### src/common/nabp_defines.svh
`ifndef NABP_DEFINES_SVH
`define NABP_DEFINES_SVH

// shift phase length, one image row
`define NABP_IMAGE_SIZE 8

// fill phase length, preload of the mapper
`define NABP_FILL_LEN 4

`define NABP_ANGLE_WIDTH 3

// fraction bits of slope and accumulator
`define NABP_FRAC_WIDTH 3

// must hold NABP_IMAGE_SIZE
`define NABP_ACCU_INT_WIDTH 4

`define NABP_SAMPLE_WIDTH 8
`define NABP_MAPPER_DEPTH 8

`endif

### src/common/nabp_fixed_pkg.sv
`default_nettype none

`include "nabp_defines.svh"

package nabp_fixed_pkg;

    // integer and fraction split of the row accumulator
    typedef struct packed {
        logic [`NABP_ACCU_INT_WIDTH-1:0] int_part;
        logic [`NABP_FRAC_WIDTH-1:0]     frac_part;
    } accu_fields_t;

    // summed as raw bits, read back as fields for carry detect
    typedef union packed {
        logic [`NABP_ACCU_INT_WIDTH+`NABP_FRAC_WIDTH-1:0] raw;
        accu_fields_t                                     fields;
    } accu_word_t;

    // 1.3 unsigned, slope in eighths of a pixel per row
    typedef logic [`NABP_FRAC_WIDTH:0] slope_t;

endpackage

`default_nettype wire

### src/common/nabp_state_pkg.sv
`default_nettype none

package nabp_state_pkg;

    // per-angle sequence, fill then shift
    typedef enum logic [1:0] {
        ready_s     = 2'd0,
        fill_s      = 2'd1,
        fill_done_s = 2'd2,
        shift_s     = 2'd3
    } shifter_state_t;

endpackage

`default_nettype wire

### src/rtl/nabp_slope_table.sv
`timescale 1ns/1ns
`default_nettype none

`include "nabp_defines.svh"

module nabp_slope_table
(
    input  logic [`NABP_ANGLE_WIDTH-1:0] angle,
    output nabp_fixed_pkg::slope_t       slope
);

    // roughly 8*tan(angle*pi/32), never below one eighth
    always_comb
    begin
        case (angle)
            3'd0:    slope = 4'd1;
            3'd1:    slope = 4'd1;
            3'd2:    slope = 4'd2;
            3'd3:    slope = 4'd2;
            3'd4:    slope = 4'd3;
            3'd5:    slope = 4'd4;
            3'd6:    slope = 4'd5;
            3'd7:    slope = 4'd7;
            default: slope = 4'd1;
        endcase
    end

endmodule

`default_nettype wire

### src/shifter/nabp_shifter_fsm.sv
`timescale 1ns/1ns
`default_nettype none

module nabp_shifter_fsm
(
    input  logic                          clk,
    input  logic                          reset_n,
    input  logic                          fill_kick,
    input  logic                          shift_kick,
    input  logic                          fill_last,
    input  logic                          shift_last,
    input  logic                          carry,
    output nabp_state_pkg::shifter_state_t state,
    output logic                          fill_done,
    output logic                          shift_done,
    output logic                          shift_enable
);

    nabp_state_pkg::shifter_state_t next_state;

    always_ff @(posedge clk)
    begin
        if (!reset_n)
        begin
            state <= nabp_state_pkg::ready_s;
        end
        else
        begin
            state <= next_state;
        end
    end

    // mealy done pulses, in the last cycle of each phase
    assign fill_done  = fill_last && (state == nabp_state_pkg::fill_s);
    assign shift_done = shift_last && (state == nabp_state_pkg::shift_s);

    // kicks outside their own state fall through
    always_comb
    begin
        next_state = state;
        case (state)
            nabp_state_pkg::ready_s:
                if (fill_kick)
                    next_state = nabp_state_pkg::fill_s;
            nabp_state_pkg::fill_s:
                if (fill_done)
                    next_state = nabp_state_pkg::fill_done_s;
            nabp_state_pkg::fill_done_s:
                if (shift_kick)
                    next_state = nabp_state_pkg::shift_s;
            nabp_state_pkg::shift_s:
                if (shift_done)
                    next_state = nabp_state_pkg::ready_s;
            default:
                next_state = nabp_state_pkg::ready_s;
        endcase
    end

    // mapper advances every fill cycle, only on carries while shifting
    always_comb
    begin
        case (state)
            nabp_state_pkg::fill_s:
                shift_enable = 1'b1;
            nabp_state_pkg::shift_s:
                shift_enable = carry;
            default:
                shift_enable = 1'b0;
        endcase
    end

endmodule

`default_nettype wire

### src/shifter/nabp_shift_counters.sv
`timescale 1ns/1ns
`default_nettype none

`include "nabp_defines.svh"

module nabp_shift_counters
(
    input  logic                           clk,
    input  logic                           reset_n,
    input  nabp_state_pkg::shifter_state_t state,
    input  nabp_fixed_pkg::slope_t         slope,
    output logic                           fill_last,
    output logic                           shift_last,
    output logic                           carry
);

    localparam int fill_cnt_width  = $clog2(`NABP_FILL_LEN);
    localparam int shift_cnt_width = $clog2(`NABP_IMAGE_SIZE);
    localparam int accu_width      = $bits(nabp_fixed_pkg::accu_word_t);

    logic [fill_cnt_width-1:0]  fill_cnt;
    logic [shift_cnt_width-1:0] shift_cnt;
    nabp_fixed_pkg::slope_t     slope_q;
    nabp_fixed_pkg::accu_word_t accu;
    nabp_fixed_pkg::accu_word_t accu_sum;

    // slope held steady for the whole row
    always_ff @(posedge clk)
    begin
        if (state != nabp_state_pkg::shift_s)
            slope_q <= slope;
    end

    // down-counters reload whenever their phase is not running
    always_ff @(posedge clk)
    begin
        if (!reset_n)
        begin
            fill_cnt  <= fill_cnt_width'(`NABP_FILL_LEN - 1);
            shift_cnt <= shift_cnt_width'(`NABP_IMAGE_SIZE - 1);
            accu.raw  <= '0;
        end
        else
        begin
            if (state == nabp_state_pkg::fill_s && fill_cnt != 0)
                fill_cnt <= fill_cnt - 1'b1;
            else
                fill_cnt <= fill_cnt_width'(`NABP_FILL_LEN - 1);

            if (state == nabp_state_pkg::shift_s && shift_cnt != 0)
                shift_cnt <= shift_cnt - 1'b1;
            else
                shift_cnt <= shift_cnt_width'(`NABP_IMAGE_SIZE - 1);

            if (state == nabp_state_pkg::shift_s)
                accu.raw <= accu_sum.raw;
            else
                accu.raw <= '0;
        end
    end

    assign accu_sum.raw = accu.raw + accu_width'(slope_q);

    // integer part stepping means the row moved by a whole sample
    assign carry = accu_sum.fields.int_part != accu.fields.int_part;

    assign fill_last  = (state == nabp_state_pkg::fill_s) && (fill_cnt == 0);
    assign shift_last = (state == nabp_state_pkg::shift_s) && (shift_cnt == 0);

endmodule

`default_nettype wire

### src/rtl/nabp_filter_mapper.sv
`timescale 1ns/1ns
`default_nettype none

`include "nabp_defines.svh"

module nabp_filter_mapper
(
    input  logic                          clk,
    input  logic                          reset_n,
    input  logic                          shift_enable,
    input  logic [`NABP_SAMPLE_WIDTH-1:0] sample_in,
    output logic [`NABP_SAMPLE_WIDTH-1:0] mapper_head
);

    logic [`NABP_SAMPLE_WIDTH-1:0] taps [`NABP_MAPPER_DEPTH];

    // new sample enters tap 0, oldest sits at the far end
    always_ff @(posedge clk)
    begin
        if (!reset_n)
        begin
            for (int i = 0; i < `NABP_MAPPER_DEPTH; i++)
                taps[i] <= '0;
        end
        else if (shift_enable)
        begin
            taps[0] <= sample_in;
            for (int i = 1; i < `NABP_MAPPER_DEPTH; i++)
                taps[i] <= taps[i-1];
        end
    end

    assign mapper_head = taps[`NABP_MAPPER_DEPTH-1];

endmodule

`default_nettype wire

### src/rtl/nabp_shifter_top.sv
`timescale 1ns/1ns
`default_nettype none

`include "nabp_defines.svh"

module nabp_shifter_top
(
    input  logic                          clk,
    input  logic                          reset_n,
    input  logic                          fill_kick,
    input  logic                          shift_kick,
    input  logic [`NABP_ANGLE_WIDTH-1:0]  angle,
    input  logic [`NABP_SAMPLE_WIDTH-1:0] sample_in,
    output logic                          fill_done,
    output logic                          shift_done,
    output logic                          shift_enable,
    output logic [`NABP_SAMPLE_WIDTH-1:0] mapper_head
);

    nabp_fixed_pkg::slope_t         slope;
    nabp_state_pkg::shifter_state_t state;
    logic                           fill_last;
    logic                           shift_last;
    logic                           carry;

    nabp_slope_table u_slope_table (
        .angle (angle),
        .slope (slope)
    );

    nabp_shifter_fsm u_fsm (
        .clk          (clk),
        .reset_n      (reset_n),
        .fill_kick    (fill_kick),
        .shift_kick   (shift_kick),
        .fill_last    (fill_last),
        .shift_last   (shift_last),
        .carry        (carry),
        .state        (state),
        .fill_done    (fill_done),
        .shift_done   (shift_done),
        .shift_enable (shift_enable)
    );

    nabp_shift_counters u_counters (
        .clk        (clk),
        .reset_n    (reset_n),
        .state      (state),
        .slope      (slope),
        .fill_last  (fill_last),
        .shift_last (shift_last),
        .carry      (carry)
    );

    nabp_filter_mapper u_mapper (
        .clk          (clk),
        .reset_n      (reset_n),
        .shift_enable (shift_enable),
        .sample_in    (sample_in),
        .mapper_head  (mapper_head)
    );

endmodule

`default_nettype wire

### config.mk
export PLATFORM = sky130hd
export DESIGN_NAME = nabp_shifter_top
export DESIGN_NICKNAME = d
export VERILOG_FILES = /design/src/common/nabp_fixed_pkg.sv /design/src/common/nabp_state_pkg.sv /design/src/rtl/nabp_slope_table.sv /design/src/shifter/nabp_shifter_fsm.sv /design/src/shifter/nabp_shift_counters.sv /design/src/rtl/nabp_filter_mapper.sv /design/src/rtl/nabp_shifter_top.sv
export VERILOG_INCLUDE_DIRS = /design/src /design/src/common
export SDC_FILE = /design/constraint.sdc
export NUM_CORES = 1
export LEC_CHECK = 0
export ABC_AREA = 1
export BUFFER_PORTS_ARGS = -buffer_cell sky130_fd_sc_hd__buf_2
export CORE_MARGIN = 2
export CORE_UTILIZATION = 30
export CTS_CLUSTER_SIZE = 25
export DETAILED_ROUTE_END_ITERATION = 7
export GPL_TIMING_DRIVEN = 1
export PLACE_DENSITY = 0.54
export SLEW_MARGIN = 20
export SYNTH_ARGS = -nofsm -noshare
export SYNTH_HDL_FRONTEND = slang
export SYNTH_SLANG_ARGS = --single-unit
### constraint.sdc
create_clock -name clk -period 4.8 [get_ports clk]
set_input_delay 0 -clock clk [delete_from_list [all_inputs] [get_ports clk]]
set_output_delay 0 -clock clk [all_outputs]
set_load 0.01 [all_outputs]
======== After elaboration in Yosys (flattened, before gate mapping) ========
Memory sizes are Yosys's and may differ from the RTL's. A register that Yosys moved wholly into a read port is not among the register bits.
Index checks and enable logic that the tools add are counted.
storage, ports and cells
  flip-flop bits (word level) ............. 18
  RAM bits ................................ 64
  memory bits (read-only) ................. 24
  bits of input ports ..................... 15
  output and inout port bits .............. 11
  logic and storage cells ................. 60
  memories kept ........................... 2
operators by class
  add/sub/neg operators ................... 3
  equal/unequal tests ..................... 9
  mux-type cells .......................... 18
  bitwise operators ....................... 8
  reduce and logical (&&, ||, !) cells .... 15
memory list
  name             depth  width  rd ports  clocked after Yosys merged registers in  wr ports  RTL line                  source
  u_mapper.taps    8      8      8         0                                        8         nabp_filter_mapper.sv:15  logic [`NABP_SAMPLE_WIDTH-1:0] taps [`NABP_MAPPER_DEPTH];
  (no name shown)  8      3      1         1                                        0         nabp_slope_table.sv:15    case (angle)
operators by type and width
  operator                                                               count
  8-bit two-way mux                                                      8
  2-bit != test, second input constant                                   5
  2-bit two-way mux                                                      4
  1-bit bitwise OR                                                       8
  2-bit case mux with 4 select lines                                     1
  7-bit by 4-bit adder with 7-bit output                                 1
  1-bit logical AND                                                      6
  2-bit AND reduction                                                    3
  2-bit equality test, second input constant                             2
  2-bit logical NOT                                                      2
  1-bit two-way mux                                                      4
  4-bit != test                                                          1
  4-bit AND reduction                                                    1
  3-bit logical NOT                                                      1
  3-bit nonzero test                                                     1
  3-bit by 1-bit subtractor with 3-bit output, second input constant     1
  2-bit by 1-bit equality test with 1-bit output, second input constant  1
  1-bit case mux with 2 select lines                                     1
  2-bit nonzero test                                                     1
  2-bit by 1-bit subtractor with 2-bit output, second input constant     1

======== Longest topological paths before layout ========
Gate-level depths: netlist (run 1).
  word-level depth ........................ 7
  depth in mapped cells ................... 14
  depth with buffers taken out ............ 12

======== By module ========
From an unflattened synthesis (run 1), not the netlist that was laid out.
unflattened totals
  cells, all modules ...................... 342
  area total of the unflattened synthesis .. 3,706.1 um2
by module, submodules not included
  module               times used  cells an instance  area each (um2)  seq. area each (um2)
  nabp_filter_mapper   1           210                2,700.1          1,921.8
  nabp_shift_counters  1           81                 695.7            320.3
  nabp_shifter_fsm     1           35                 229.0            40.0
  nabp_slope_table     1           16                 81.3             0.0

======== Worst setup path before layout (run 1) ========
No wires, ideal clock.
  path kind ............................... reg2reg
  start point ............................. register u_counters.slope_q[0]
  end point ............................... memory u_mapper.taps[0][0] (netlist name), enable pin
  setup time .............................. 0.852 ns
  arrival ................................. 2.521 ns
  required time ........................... 3.948 ns
  setup slack ............................. 1.427 ns
  cell stages (with the launch flop) ...... 11
  path buffers ............................ 0
  clock period less this slack ............ 3.373 ns
  path through ............................ edfxtp_1 > ha_1 > inv_1 > fa_1 > inv_1 > nand2_1 > nand2_1 > nand2_2 > nand2_2 > nand2_2 > nand3_1
RTL lines
  item         RTL line                   source
  from (decl)  nabp_shift_counters.sv:23  nabp_fixed_pkg::slope_t slope_q;
  to (decl)    nabp_filter_mapper.sv:15

==> metrics.txt, run 1 <==
# TYPE chip_impl_metric gauge
chip_impl_info{name="run_status",value="complete, no violations"} 1
chip_impl_metric{name="numPlacedInstances",unit=""} 462
chip_impl_metric{name="portBuffers",unit=""} 25
chip_impl_metric{name="power_frac_seq",unit="%"} 48.0
chip_impl_metric{name="grt_max_degree",unit=""} 65
chip_impl_metric{name="relative_contribution_of_the_clock_network_to_total_power",unit="%"} 34.4
chip_impl_metric{name="layout_worst_path_cycle_share",unit="%"} 56.3
chip_impl_metric{name="syn-num-nets",unit=""} 336
chip_impl_metric{name="yosysTopAreaCellShare",unit="%"} 57.9
chip_impl_metric{name="placement_rows",unit=""} 39
chip_impl_metric{name="final.setup.tns",unit="ns"} 0
chip_impl_metric{name="globalRouteMet1Util",unit="%"} 7.42
chip_impl_info{name="worst-setup-path-type",value="reg -> reg"} 1
chip_impl_info{name="unrepaired_setup_endpoints_after_global_routing",value="no"} 1
chip_impl_metric{name="drt-wirelength-per-cell",unit="um"} 8.76
chip_impl_metric{name="upper_clock_frequency_limit",unit="GHz"} 0.370
chip_impl_info{name="whs_endpoint",value="u_counters.slope_q[1]$_DFFE_PN_"} 1
chip_impl_metric{name="setup_viol",unit=""} 0
chip_impl_metric{name="dpl_worst_slack",unit="ns"} 2.04
chip_impl_metric{name="clock_path_buffers",unit=""} 2
chip_impl_metric{name="grt_first_pass_wirelength",unit="um"} 7450
chip_impl_metric{name="postSynthRegisterBits",unit=""} 78
chip_impl_metric{name="detail_route.vias_per_cell",unit=""} 3.84
chip_impl_metric{name="grt_util_met3",unit="%"} 3.81
chip_impl_metric{name="crit_buf_inv",unit=""} 3
chip_impl_metric{name="p_comb_share",unit="%"} 17.6
chip_impl_metric{name="power_spent_charging_and_discharging_nets",unit="uW"} 548
chip_impl_metric{name="fp.coreArea",unit="um2"} 11400
chip_impl_info{name="critical_r2r_capture",value="u_mapper.taps[0][6]$_SDFFCE_PN0P_"} 1
chip_impl_info{name="synth_top_area_cell",value="edfxtp_1"} 1
chip_impl_metric{name="synth_cell_types",unit=""} 21
chip_impl_metric{name="antenna_violating_nets_post_route",unit=""} 0
chip_impl_metric{name="postLayoutSetupSlackWorst",unit="ns"} 2.10
chip_impl_metric{name="clkSinkCount",unit=""} 78
chip_impl_info{name="synth.area.top_cells",value="edfxtp_1 (58%), inv_1 (9.6%), nor2_4 (6.5%), dfxtp_1 (6.3%), nor2_1 (4.4%)"} 1
chip_impl_metric{name="critical_path.max_fanout",unit=""} 25
chip_impl_metric{name="cts.reportedPaths.clkPinSlew",unit="ns"} 0.06
chip_impl_metric{name="drcViolationCount",unit=""} 0
chip_impl_metric{name="initial_core_util",unit="%"} 30.6
chip_impl_metric{name="p_int",unit="uW"} 1490
chip_impl_metric{name="drt-initial-drc-count",unit=""} 39
chip_impl_metric{name="clk_latency",unit="ns"} 0.33
chip_impl_metric{name="synth-warning-count",unit=""} 0
chip_impl_info{name="globalRoute.busiestLayer",value="met2"} 1
chip_impl_metric{name="syn-mean-instance-area",unit="um2"} 11.3
chip_impl_metric{name="n_fill_cell",unit=""} 1129
chip_impl_metric{name="chipWidth",unit="um"} 112
chip_impl_metric{name="final_nets",unit=""} 367
chip_impl_metric{name="timing.reg2reg.setup_slack",unit="ns"} 2.10
chip_impl_metric{name="final_critical_period",unit="ns"} 2.70
chip_impl_metric{name="cts_hold_buf",unit=""} 9
chip_impl_metric{name="grt_antenna_before_repair",unit=""} 0
chip_impl_metric{name="tightestPinTransition",unit="ns"} 0.887
chip_impl_info{name="critical_path.startpoint_type",value="flop"} 1
chip_impl_info{name="first_element_of_the_critical_path",value="u_counters.slope_q[0]$_DFFE_PN_"} 1
chip_impl_metric{name="grt_use_met2",unit="%"} 13.6
chip_impl_info{name="hold_path.startpoint",value="angle[1]"} 1
chip_impl_info{name="tritoncts",value="built"} 1
chip_impl_metric{name="switching_share",unit="%"} 26.8
chip_impl_metric{name="htree_num_levels",unit=""} 3
chip_impl_metric{name="cts_resized",unit=""} 0
chip_impl_metric{name="cap_viol_max_count",unit=""} 0
chip_impl_metric{name="worst_path_arrival",unit="ns"} 2.77
chip_impl_metric{name="detailed_place_hpwl",unit="um"} 2580
chip_impl_metric{name="totalWireLength",unit="um"} 4260
chip_impl_metric{name="grt-ovfl-total",unit=""} 0
chip_impl_info{name="path_cells",value="ha_1 -> inv_1 -> fa_1 -> inv_1 -> nand2_1 -> nand2_1 -> nand2_2 -> nand2_2 -> nand2_2 -> nand2_2 -> nand2_2 -> buf_4 -> nor2_1"} 1
chip_impl_info{name="cp_top_family",value="simple AND/OR/NAND/NOR gates"} 1
chip_impl_metric{name="grt_pass1_vias",unit=""} 1815
chip_impl_metric{name="final-max-slew-violation-count",unit=""} 0
chip_impl_metric{name="power.static_leakage",unit="uW"} 0.00188
chip_impl_metric{name="hold_ws",unit="ns"} 0.0566
chip_impl_metric{name="hold_viol",unit=""} 0
chip_impl_metric{name="clock-skew-final",unit="ns"} 0.00876
chip_impl_metric{name="synthCells",unit=""} 308
chip_impl_metric{name="gpl_congestion",unit=""} 0.693
chip_impl_metric{name="critPathMaxStageDelay",unit="ns"} 0.59
chip_impl_metric{name="track_usage",unit="%"} 7.65
chip_impl_metric{name="synth.cell_area",unit="um2"} 3480
chip_impl_info{name="worstReg2RegStart",value="u_counters.slope_q[0]$_DFFE_PN_"} 1
chip_impl_info{name="clock-root-buffer",value="clkbuf_16"} 1
chip_impl_metric{name="floorplan.io_pins",unit=""} 26
chip_impl_metric{name="drt_pre_antenna_iters",unit=""} 4
chip_impl_metric{name="power_density",unit="nW/um2"} 501
chip_impl_metric{name="synth.yosys.seq_area_share",unit="%"} 64.2
chip_impl_metric{name="cts-buffers-inserted",unit=""} 9
chip_impl_metric{name="cp_data_required_time",unit="ns"} 4.87
chip_impl_metric{name="vdd_drop_max",unit="uV"} 222
chip_impl_info{name="critical-path-slowest-cell",value="nand2_2"} 1
chip_impl_metric{name="layout-drive-gt1-share",unit="%"} 19.2
chip_impl_metric{name="min_delay_path_depth",unit=""} 3
chip_impl_metric{name="die_area",unit="um2"} 12500
chip_impl_metric{name="r2r_cells",unit=""} 13
chip_impl_metric{name="cts_setup_buffers",unit=""} 0
chip_impl_metric{name="floorplan.die.height",unit="um"} 112
chip_impl_metric{name="max-slew-margin-rel",unit="%"} 40.8
chip_impl_info{name="hp-class",value="in -> reg"} 1
chip_impl_metric{name="route.vias.total",unit=""} 1868
chip_impl_metric{name="layout-area-overhead-vs-synth",unit="%"} 17.2
chip_impl_info{name="crit_top_cell",value="nand2_2"} 1
chip_impl_info{name="crit_path_capture_type",value="flop"} 1
chip_impl_metric{name="post_layout_nonfiller_instances",unit=""} 487
chip_impl_metric{name="number_of_inserted_diodes",unit=""} 0
## registers in the layout (all words and copies together), names as in the netlist
| register | cells |
|---|---|
| u_mapper.taps | 64 |
| u_counters.accu | 4 |
| u_counters.shift_cnt | 3 |
| u_counters.slope_q | 3 |
| u_counters.fill_cnt | 2 |
| u_fsm.state | 2 |
## worst min-delay path: cells and delay by family
kind | cells | cell delay, ns
AO/OA/AOI/OAI | 1 | 0.13
AND/OR/NAND/NOR | 1 | 0.04
buffers and inverters | 1 | 0.08
## cell families after synthesis
family	share of synthesized area, %
AO/OA/AOI/OAI	0.936
XOR/XNOR	0.504
adder cells (fa/ha/maj)	4.90
buffers and inverters	13.3
flip-flops	64.2
AND/OR/NAND/NOR	16.1
## metal layers
layer | vias to the layer above | share of wire, %
met3 | 6 | 5.1
li1 | 975 | -
met2 | 35 | 52
met1 | 852 | 42
met5 | - | 0
met4 | 0 | 1.3
## per-stage QoR
stage	total power, uW	cell area, um2	utilization [%]
2_1_floorplan	1310	3480	-
3_3_place_gp	1340	3670	32.3
3_5_place_dp	1360	3670	32.3
4_1_cts	2070	4070	35.8
5_1_grt	2160	4070	35.8
6_report	2040	4070	35.8
## cell usage in the layout (no fill, tap or decap), types with 2 or more instances in the layout
master         netlist  final
clkinv_1             0      2
dlygate4sd3_1        0      9
inv_1               89     89
clkbuf_16            0      9
nand2_2              5      5
edfxtp_1            67     67
nor2_4              20     20
bufinv_16            0      2
clkinv_2             0      2
buf_2                2     25
nand2_1             36     36
nor2_1              41     41
dfxtp_1             11     11
ha_1                12     12
a21oi_1              4      4
## final cells by class
type	instances	area [um2]	share of cell area (%)
clock buffers	9	225	5.53
clock inverters	7	86.3	2.12
inverters	89	334	8.20
multi-input cells	126	793	19.5
flip-flops and latches	78	2230	54.8
well taps	143	179	4.39
repair buffers	35	223	5.47
## power by group through the flow
stage | Combinational [uW] | Clock [uW] | Sequential, uW
final | 358 | 702 | 981
after global routing | 416 | 748 | 999
after global placement | 349 | 0 | 989
after detailed placement | 362 | 0 | 997
after CTS | 370 | 722 | 983
after floorplan | 321 | 0 | 992
## how the worst max path moves through the flow
stage	slack (ns)	endpoint	cells after the start
2_1_floorplan	1.43	u_mapper.taps[0][0]$_SDFFCE_PN0P_	10
3_3_place_gp	2.15	u_mapper.taps[0][3]$_SDFFCE_PN0P_	13
3_5_place_dp	2.04	u_mapper.taps[0][13]$_SDFFCE_PN0P_	13
4_1_cts	2.04	u_mapper.taps[0][13]$_SDFFCE_PN0P_	13
5_1_grt	1.82	u_mapper.taps[0][6]$_SDFFCE_PN0P_	13
6_report	2.10	u_mapper.taps[0][6]$_SDFFCE_PN0P_	13
## cell usage after synthesis
master	instances
nand2_1	36
o21ai_0	1
buf_4	8
xnor2_1	1
a21oi_1	4
clkbuf_1	2
nor3_1	1
buf_6	1
o21bai_1	1
xor2_1	1
ha_1	12
inv_1	89
fa_1	1
dfxtp_1	11
nor2_1	41
buf_12	2
nand2_2	5
edfxtp_1	67
nor2_4	20
buf_2	2
nand3_1	2
No activity file was read; power rests on OpenSTA's default activity.
==> run 2: changes to the inputs <==
==> constraint.sdc (replaced) <==
create_clock -name clk -period 2.51 [get_ports clk]
set_input_delay 0 -clock clk [delete_from_list [all_inputs] [get_ports clk]]
set_output_delay 0 -clock clk [all_outputs]
set_load 0.01 [all_outputs]
==> metrics.txt, run 2 (synthesis gave the netlist of run 1 again) <==
# TYPE chip_impl_metric gauge
chip_impl_info{name="run_status",value="complete, no violations"} 1
chip_impl_metric{name="p_comb_share",unit="%"} 19.7
chip_impl_metric{name="postLayoutSetupSlackWorst",unit="ns"} 0.369
chip_impl_metric{name="htree_num_levels",unit=""} 3
chip_impl_metric{name="critical_path.max_fanout",unit=""} 24
chip_impl_metric{name="p_int",unit="uW"} 2690
chip_impl_metric{name="power.static_leakage",unit="uW"} 0.00187
chip_impl_metric{name="grt_use_met2",unit="%"} 13.9
chip_impl_metric{name="dpl_worst_slack",unit="ns"} 0.351
chip_impl_metric{name="route.vias.total",unit=""} 1859
chip_impl_info{name="reg_with_most_ffs",value="u_mapper.taps"} 1
chip_impl_metric{name="globalRouteMet1Util",unit="%"} 7.68
chip_impl_info{name="critical_path.startpoint_type",value="flop"} 1
chip_impl_metric{name="worst_path_arrival",unit="ns"} 2.22
chip_impl_metric{name="max-slew-margin-rel",unit="%"} 73.2
chip_impl_metric{name="portBuffers",unit=""} 25
chip_impl_metric{name="tightestPinTransition",unit="ns"} 0.401
chip_impl_metric{name="cts_setup_buffers",unit=""} 0
chip_impl_metric{name="placement_rows",unit=""} 39
chip_impl_metric{name="clk_latency",unit="ns"} 0.32
chip_impl_metric{name="cp_data_required_time",unit="ns"} 2.59
chip_impl_metric{name="final_nets",unit=""} 368
chip_impl_metric{name="gpl_congestion",unit=""} 0.706
chip_impl_metric{name="grt_pass1_vias",unit=""} 1843
chip_impl_info{name="most-common-layout-cells",value="inv_1 (89), edfxtp_1 (67), nor2_1 (41), nand2_1 (36), buf_2 (25)"} 1
chip_impl_info{name="globalRoute.busiestLayer",value="met2"} 1
chip_impl_metric{name="grt_max_degree",unit=""} 65
chip_impl_info{name="hold_path.startpoint",value="angle[2]"} 1
chip_impl_metric{name="totalWireLength",unit="um"} 4250
chip_impl_metric{name="layout-drive-gt1-share",unit="%"} 20.0
chip_impl_metric{name="final-max-slew-violation-count",unit=""} 0
chip_impl_metric{name="drt-initial-drc-count",unit=""} 52
chip_impl_metric{name="cts.reportedPaths.clkPinSlew",unit="ns"} 0.06
chip_impl_metric{name="upper_clock_frequency_limit",unit="GHz"} 0.467
chip_impl_metric{name="clock-skew-final",unit="ns"} 0.00909
chip_impl_metric{name="cap_viol_max_count",unit=""} 0
chip_impl_metric{name="detailed_place_hpwl",unit="um"} 2570
chip_impl_metric{name="clkSinkCount",unit=""} 78
chip_impl_metric{name="drt-wirelength-per-cell",unit="um"} 8.70
chip_impl_info{name="largestRegisters",value="u_mapper.taps: 64 flops, u_counters.accu: 4 flops"} 1
chip_impl_metric{name="grt_antenna_before_repair",unit=""} 0
chip_impl_metric{name="final.setup.tns",unit="ns"} 0
chip_impl_metric{name="hold_viol",unit=""} 0
chip_impl_metric{name="power_frac_seq",unit="%"} 49.6
chip_impl_metric{name="setup_viol",unit=""} 0
chip_impl_metric{name="grt_util_met3",unit="%"} 2.61
chip_impl_metric{name="clock_path_buffers",unit=""} 2
chip_impl_metric{name="detail_route.vias_per_cell",unit=""} 3.81
chip_impl_metric{name="track_usage",unit="%"} 7.60
chip_impl_metric{name="hold_ws",unit="ns"} 0.0151
chip_impl_metric{name="die_area",unit="um2"} 12500
chip_impl_info{name="worstReg2RegStart",value="u_counters.slope_q[0]$_DFFE_PN_"} 1
chip_impl_metric{name="postLayoutCoreUtil",unit="%"} 35.9
chip_impl_metric{name="initial_core_util",unit="%"} 30.6
chip_impl_metric{name="grt-ovfl-total",unit=""} 0
chip_impl_metric{name="drcViolationCount",unit=""} 0
chip_impl_info{name="worst-setup-path-type",value="reg -> reg"} 1
chip_impl_metric{name="switching_share",unit="%"} 28.5
chip_impl_metric{name="vdd_drop_max",unit="uV"} 400
chip_impl_info{name="commonest_non_fill_non_tap_cell_in_the_layout",value="inv_1"} 1
chip_impl_metric{name="floorplan.io_pins",unit=""} 26
chip_impl_metric{name="cts-buffers-inserted",unit=""} 9
chip_impl_metric{name="n_fill_cell",unit=""} 1125
chip_impl_metric{name="power_density",unit="nW/um2"} 924
chip_impl_metric{name="grt_first_pass_wirelength",unit="um"} 7640
chip_impl_metric{name="fp.coreArea",unit="um2"} 11400
chip_impl_metric{name="antenna_violating_nets_post_route",unit=""} 0
chip_impl_metric{name="relative_contribution_of_the_clock_network_to_total_power",unit="%"} 30.8
chip_impl_metric{name="layout_worst_path_cycle_share",unit="%"} 85.3
chip_impl_info{name="unrepaired_setup_endpoints_after_global_routing",value="no"} 1
chip_impl_metric{name="largest_register_ff_count",unit=""} 64
chip_impl_metric{name="power_spent_charging_and_discharging_nets",unit="uW"} 1070
chip_impl_info{name="clock-root-buffer",value="clkbuf_16"} 1
chip_impl_info{name="first_element_of_the_critical_path",value="u_counters.slope_q[0]$_DFFE_PN_"} 1
chip_impl_metric{name="final_critical_period",unit="ns"} 2.14
chip_impl_metric{name="floorplan.die.height",unit="um"} 112
chip_impl_info{name="tritoncts",value="built"} 1
chip_impl_metric{name="chipWidth",unit="um"} 112
chip_impl_metric{name="layout-area-overhead-vs-synth",unit="%"} 17.3
chip_impl_metric{name="drt_pre_antenna_iters",unit=""} 4
chip_impl_info{name="crit_path_capture_type",value="flop"} 1
chip_impl_info{name="hp-class",value="in -> reg"} 1
chip_impl_metric{name="number_of_inserted_diodes",unit=""} 0
run 2: cell count changes in the layout (fill, tap and decap cells not counted), sizes merged:
cell         change
buf              +2
bufinv           -2
clkinv           -1
clkinvlp         +3
dlygate4sd3      -1
run 2: area by class of cell:
class	instances	area (um2)	area share, %
Multi-Input combinational cell	126	793	19.5
Clock inverter	7	48.8	1.20
Timing Repair Buffer	36	265	6.51
Tap cell	143	179	4.39
Sequential cell	78	2230	54.7
Clock buffer	9	225	5.52
Inverter	89	334	8.19
run 2: worst paths after layout:
kind / endpoint / slack, ns / depth (start not counted)
setup / recovery: u_mapper.taps[0][6]$_SDFFCE_PN0P_ / 0.37 / 13
hold / removal: u_counters.slope_q[1]$_DFFE_PN_ / 0.02 / 2
setup reg to reg: u_mapper.taps[0][6]$_SDFFCE_PN0P_ / 0.37 / 13
hold reg to reg: u_counters.shift_cnt[0]$_SDFF_PN1_ / 0.39 / 1
run 2: per-stage QoR:
step	instance area, um2	power, uW	cells
after global routing	4080	4010	488
after global placement	3720	2600	464
after floorplan	3490	2500	308
final	4080	3770	488
after CTS	4080	3830	488
after detailed placement	3720	2640	464
run 2: worst max-delay path, cell delays in order, from the launching register on:
cell and delay (ns):
edfxtp_1 0.36, ha_1 0.20, inv_1 0.07, fa_1 0.19, inv_1 0.04, nand2_1 0.07, nand2_1 0.07, nand2_2 0.06
nand2_2 0.04, nand2_2 0.09, nand2_2 0.06, nand2_2 0.29, buf_12 0.28, nor2_1 0.07
run 2: power groups by stage:
| stage | combinational [uW] | sequential [uW] | clock, uW |
|---|---|---|---|
| floorplan | 621 | 1880 | 0 |
| global route | 858 | 1890 | 1250 |
| CTS | 757 | 1870 | 1200 |
| detailed placement | 743 | 1900 | 0 |
| global placement | 716 | 1880 | 0 |
| finish | 740 | 1870 | 1160 |
run 2: what timing repair did:
action                                 in CTS  in global routing
hold buffers                                8                  0
endpoints found under the hold margin       8                  0
gates resized for setup                     0                  0
run 2: metal layers:
metal	up-vias	wire [um]
met5	-	0
met4	0	82
met3	8	152
met2	27	2230
met1	848	1780
li1	976	-
==> run 3: changes to the inputs <==
--- a/config.mk
+++ b/config.mk
@@ -6,7 +6,6 @@
 export SDC_FILE = /design/constraint.sdc
 export NUM_CORES = 1
 export LEC_CHECK = 0
-export ABC_AREA = 1
 export BUFFER_PORTS_ARGS = -buffer_cell sky130_fd_sc_hd__buf_2
 export CORE_MARGIN = 2
 export CORE_UTILIZATION = 30
==> metrics.txt, run 3 <==
# TYPE chip_impl_metric gauge
chip_impl_metric{name="vdd_drop_max",unit="uV"} 407
chip_impl_metric{name="grt_antenna_before_repair",unit=""} 0
chip_impl_metric{name="upper_clock_frequency_limit",unit="GHz"} 0.462
chip_impl_metric{name="synthCells",unit=""} 225
chip_impl_metric{name="async_flop_share",unit="%"} 0
chip_impl_metric{name="track_usage",unit="%"} 7.53
chip_impl_metric{name="postLayoutCoreUtil",unit="%"} 35.5
chip_impl_metric{name="max-slew-margin-rel",unit="%"} 77.3
chip_impl_metric{name="synth_cell_types",unit=""} 33
chip_impl_metric{name="floorplan.die.height",unit="um"} 109
chip_impl_metric{name="placement_rows",unit=""} 38
chip_impl_info{name="cp_top_family",value="adder cells"} 1
chip_impl_info{name="path_cells",value="ha_1 -> inv_1 -> fa_1 -> and2b_4 -> o21ai_4 -> nand2_1 -> a211o_2 -> buf_12"} 1
chip_impl_metric{name="cp_data_required_time",unit="ns"} 2.51
chip_impl_metric{name="syn-num-nets",unit=""} 253
chip_impl_metric{name="detailed_place_hpwl",unit="um"} 2260
chip_impl_metric{name="power.static_leakage",unit="uW"} 0.00157
chip_impl_metric{name="drt-initial-drc-count",unit=""} 52
chip_impl_info{name="reg_with_most_ffs",value="u_mapper.taps"} 1
chip_impl_info{name="post-synth-top-count-cell",value="edfxtp_1"} 1
chip_impl_metric{name="hold_viol",unit=""} 0
chip_impl_metric{name="n_fill_cell",unit=""} 1046
chip_impl_metric{name="setup_viol",unit=""} 0
chip_impl_metric{name="final-max-slew-violation-count",unit=""} 0
chip_impl_metric{name="detail_route.vias_per_cell",unit=""} 4.05
chip_impl_metric{name="multi_input_comb_area",unit="um2"} 921
chip_impl_metric{name="synth-warning-count",unit=""} 0
chip_impl_info{name="largestRegisters",value="u_mapper.taps: 64 flops, u_counters.accu: 4 flops"} 1
chip_impl_info{name="critical-path-slowest-cell",value="fa_1"} 1
chip_impl_info{name="clock-root-buffer",value="clkbuf_8"} 1
chip_impl_metric{name="grt_max_degree",unit=""} 65
chip_impl_metric{name="htree_num_levels",unit=""} 3
chip_impl_metric{name="gpl_congestion",unit=""} 0.735
chip_impl_info{name="synth.area.top_cells",value="edfxtp_1 (61%), and2_1 (7.4%), dfxtp_1 (6.7%), and2_4 (4.8%), ha_1 (4.5%)"} 1
chip_impl_metric{name="drcViolationCount",unit=""} 0
chip_impl_metric{name="layout_worst_path_cycle_share",unit="%"} 86.1
chip_impl_metric{name="largest_register_ff_count",unit=""} 64
chip_impl_metric{name="clock-skew-final",unit="ns"} 0.00604
chip_impl_metric{name="floorplan.io_pins",unit=""} 26
chip_impl_info{name="primary_flip_flop_cell_chosen_by_synthesis_mapping",value="edfxtp_1"} 1
chip_impl_info{name="critical_path.startpoint_type",value="flop"} 1
chip_impl_metric{name="synth.cell_area",unit="um2"} 3310
chip_impl_metric{name="critPathMaxStageDelay",unit="ns"} 0.36
chip_impl_info{name="worst-setup-path-type",value="reg -> reg"} 1
chip_impl_metric{name="grt_pass1_vias",unit=""} 1615
chip_impl_metric{name="number_of_inserted_diodes",unit=""} 0
chip_impl_metric{name="critical_path.max_fanout",unit=""} 64
chip_impl_metric{name="power_density",unit="nW/um2"} 838
chip_impl_metric{name="clkSinkCount",unit=""} 78
chip_impl_metric{name="synth.yosys.seq_area_share",unit="%"} 67.5
chip_impl_metric{name="cap_viol_max_count",unit=""} 0
chip_impl_info{name="run_status",value="complete, no violations"} 1
chip_impl_metric{name="crit_buf_inv",unit=""} 2
chip_impl_metric{name="layout-area-overhead-vs-synth",unit="%"} 15.8
chip_impl_metric{name="cts-buffers-inserted",unit=""} 9
chip_impl_metric{name="die_area",unit="um2"} 11900
chip_impl_metric{name="drt-wirelength-per-cell",unit="um"} 9.65
chip_impl_metric{name="clk_latency",unit="ns"} 0.33
chip_impl_metric{name="drt_pre_antenna_iters",unit=""} 4
chip_impl_metric{name="portBuffers",unit=""} 25
chip_impl_metric{name="clock_path_buffers",unit=""} 2
chip_impl_metric{name="layout-drive-gt1-share",unit="%"} 28.5
chip_impl_info{name="synth_top_area_cell",value="edfxtp_1"} 1
chip_impl_metric{name="final_critical_period",unit="ns"} 2.16
chip_impl_info{name="unrepaired_setup_endpoints_after_global_routing",value="no"} 1
chip_impl_info{name="hp-class",value="in -> reg"} 1
chip_impl_metric{name="syn-mean-instance-area",unit="um2"} 14.7
chip_impl_metric{name="grt-ovfl-total",unit=""} 0
chip_impl_metric{name="route.vias.total",unit=""} 1633
chip_impl_metric{name="antenna_violating_nets_post_route",unit=""} 0
chip_impl_metric{name="tightestPinTransition",unit="ns"} 0.340
chip_impl_metric{name="worst_path_arrival",unit="ns"} 2.16
chip_impl_info{name="commonest_non_fill_non_tap_cell_in_the_layout",value="edfxtp_1"} 1
chip_impl_metric{name="initial_core_util",unit="%"} 30.7
chip_impl_info{name="most-common-layout-cells",value="edfxtp_1 (67), and2_1 (39), buf_2 (25), and2_4 (18), inv_1 (13)"} 1
chip_impl_metric{name="yosysTopAreaCellShare",unit="%"} 60.8
chip_impl_info{name="post_synth_most_frequent_cells",value="edfxtp_1 (67), and2_1 (39), and2_4 (18)"} 1
chip_impl_metric{name="postSynthRegisterBits",unit=""} 78
chip_impl_info{name="crit_path_capture_type",value="flop"} 1
chip_impl_metric{name="synth_edf_count",unit=""} 67
chip_impl_metric{name="final_nets",unit=""} 286
chip_impl_metric{name="grt_first_pass_wirelength",unit="um"} 6750
chip_impl_metric{name="fp.coreArea",unit="um2"} 10800
chip_impl_metric{name="area.sequential",unit="um2"} 2230
chip_impl_metric{name="totalWireLength",unit="um"} 3890
chip_impl_info{name="tritoncts",value="built"} 1
chip_impl_metric{name="cts.reportedPaths.clkPinSlew",unit="ns"} 0.07
chip_impl_metric{name="final.setup.tns",unit="ns"} 0
chip_impl_metric{name="chipWidth",unit="um"} 109
run 3: cell count changes in the layout (fill, tap and decap cells not counted), moves of 18 or more:
cell / delta
nand2_1: -29
and2_4: +18
nor2_4: -20
and2_1: +39
inv_1: -76
nor2_1: -34
run 3: worst reg2reg max path, stage by stage, from the launching register on:
cell	delay, ns
edfxtp_1	0.33
ha_1	0.16
inv_1	0.06
fa_1	0.36
and2b_4	0.28
o21ai_4	0.06
nand2_1	0.09
a211o_2	0.16
buf_12	0.29
run 3: through the flow:
stage                     cell area (um2)  instances  hold slack, ns  total power (uW)  setup WS, ns
final                                3830        403          0.0938              3210         0.348
after global routing                 3830        403           0.117              3410         0.246
after CTS                            3830        403          0.0800              3270         0.352
after detailed placement             3540        377           0.279              2360         0.356
after global placement               3540        377           0.276              2330         0.415
after floorplan                      3310        225           0.195              2240        0.0775
run 3: where the power goes:
part | leakage [uW] | switching (uW) | internal, uW
clock network | 0.000100 | 428 | 458
registers | 0.000802 | 65.9 | 1760
logic | 0.000673 | 301 | 201
run 3: layout make-up:
type / instances / area share, %
Sequential cell: 78 / 58.2
Multi-Input combinational cell: 119 / 24.0
Timing Repair Buffer: 37 / 6.92
Tap cell: 140 / 4.57
Clock buffer: 10 / 3.33
Clock inverter: 6 / 1.63
Inverter: 13 / 1.27
run 3: cell families after synthesis:
logic type / share of synthesized area (%)
adder cells (fa/ha/maj): 5.14
AND/OR/NAND/NOR: 18.0
multiplexers: 0.303
buffers and inverters: 4.99
XOR/XNOR: 0.265
flip-flops: 67.5
AO/OA/AOI/OAI: 3.82
run 3: repair_timing:
action	CTS	global route
hold buffers	10	0
buffers inserted	0	0
gates resized for setup	0	0
hold endpoints to repair	10	0
run 3: metal layers:
| layer | share of wire [%] | GRT usage (%) | vias to the layer above |
|---|---|---|---|
| met5 | 0 | 0 | - |
| met4 | 1.4 | 3.02 | 0 |
| met3 | 5.2 | 3.95 | 5 |
| met2 | 51 | 13.0 | 29 |
| met1 | 43 | 7.60 | 781 |
| li1 | - | - | 818 |
run 3: final timing paths:
kind	slack, ns	endpoint	cells past startpoint	from
max	0.35	u_mapper.taps[0][5]$_SDFFCE_PN0P_	8	u_counters.slope_q[0]$_DFFE_PN_
min	0.09	u_fsm.state[0]$_SDFFE_PN0P_	3	reset_n
max reg2reg	0.35	u_mapper.taps[0][5]$_SDFFCE_PN0P_	8	u_counters.slope_q[0]$_DFFE_PN_
min reg2reg	0.38	u_counters.shift_cnt[0]$_SDFF_PN1_	1	u_counters.shift_cnt[0]$_SDFF_PN1_
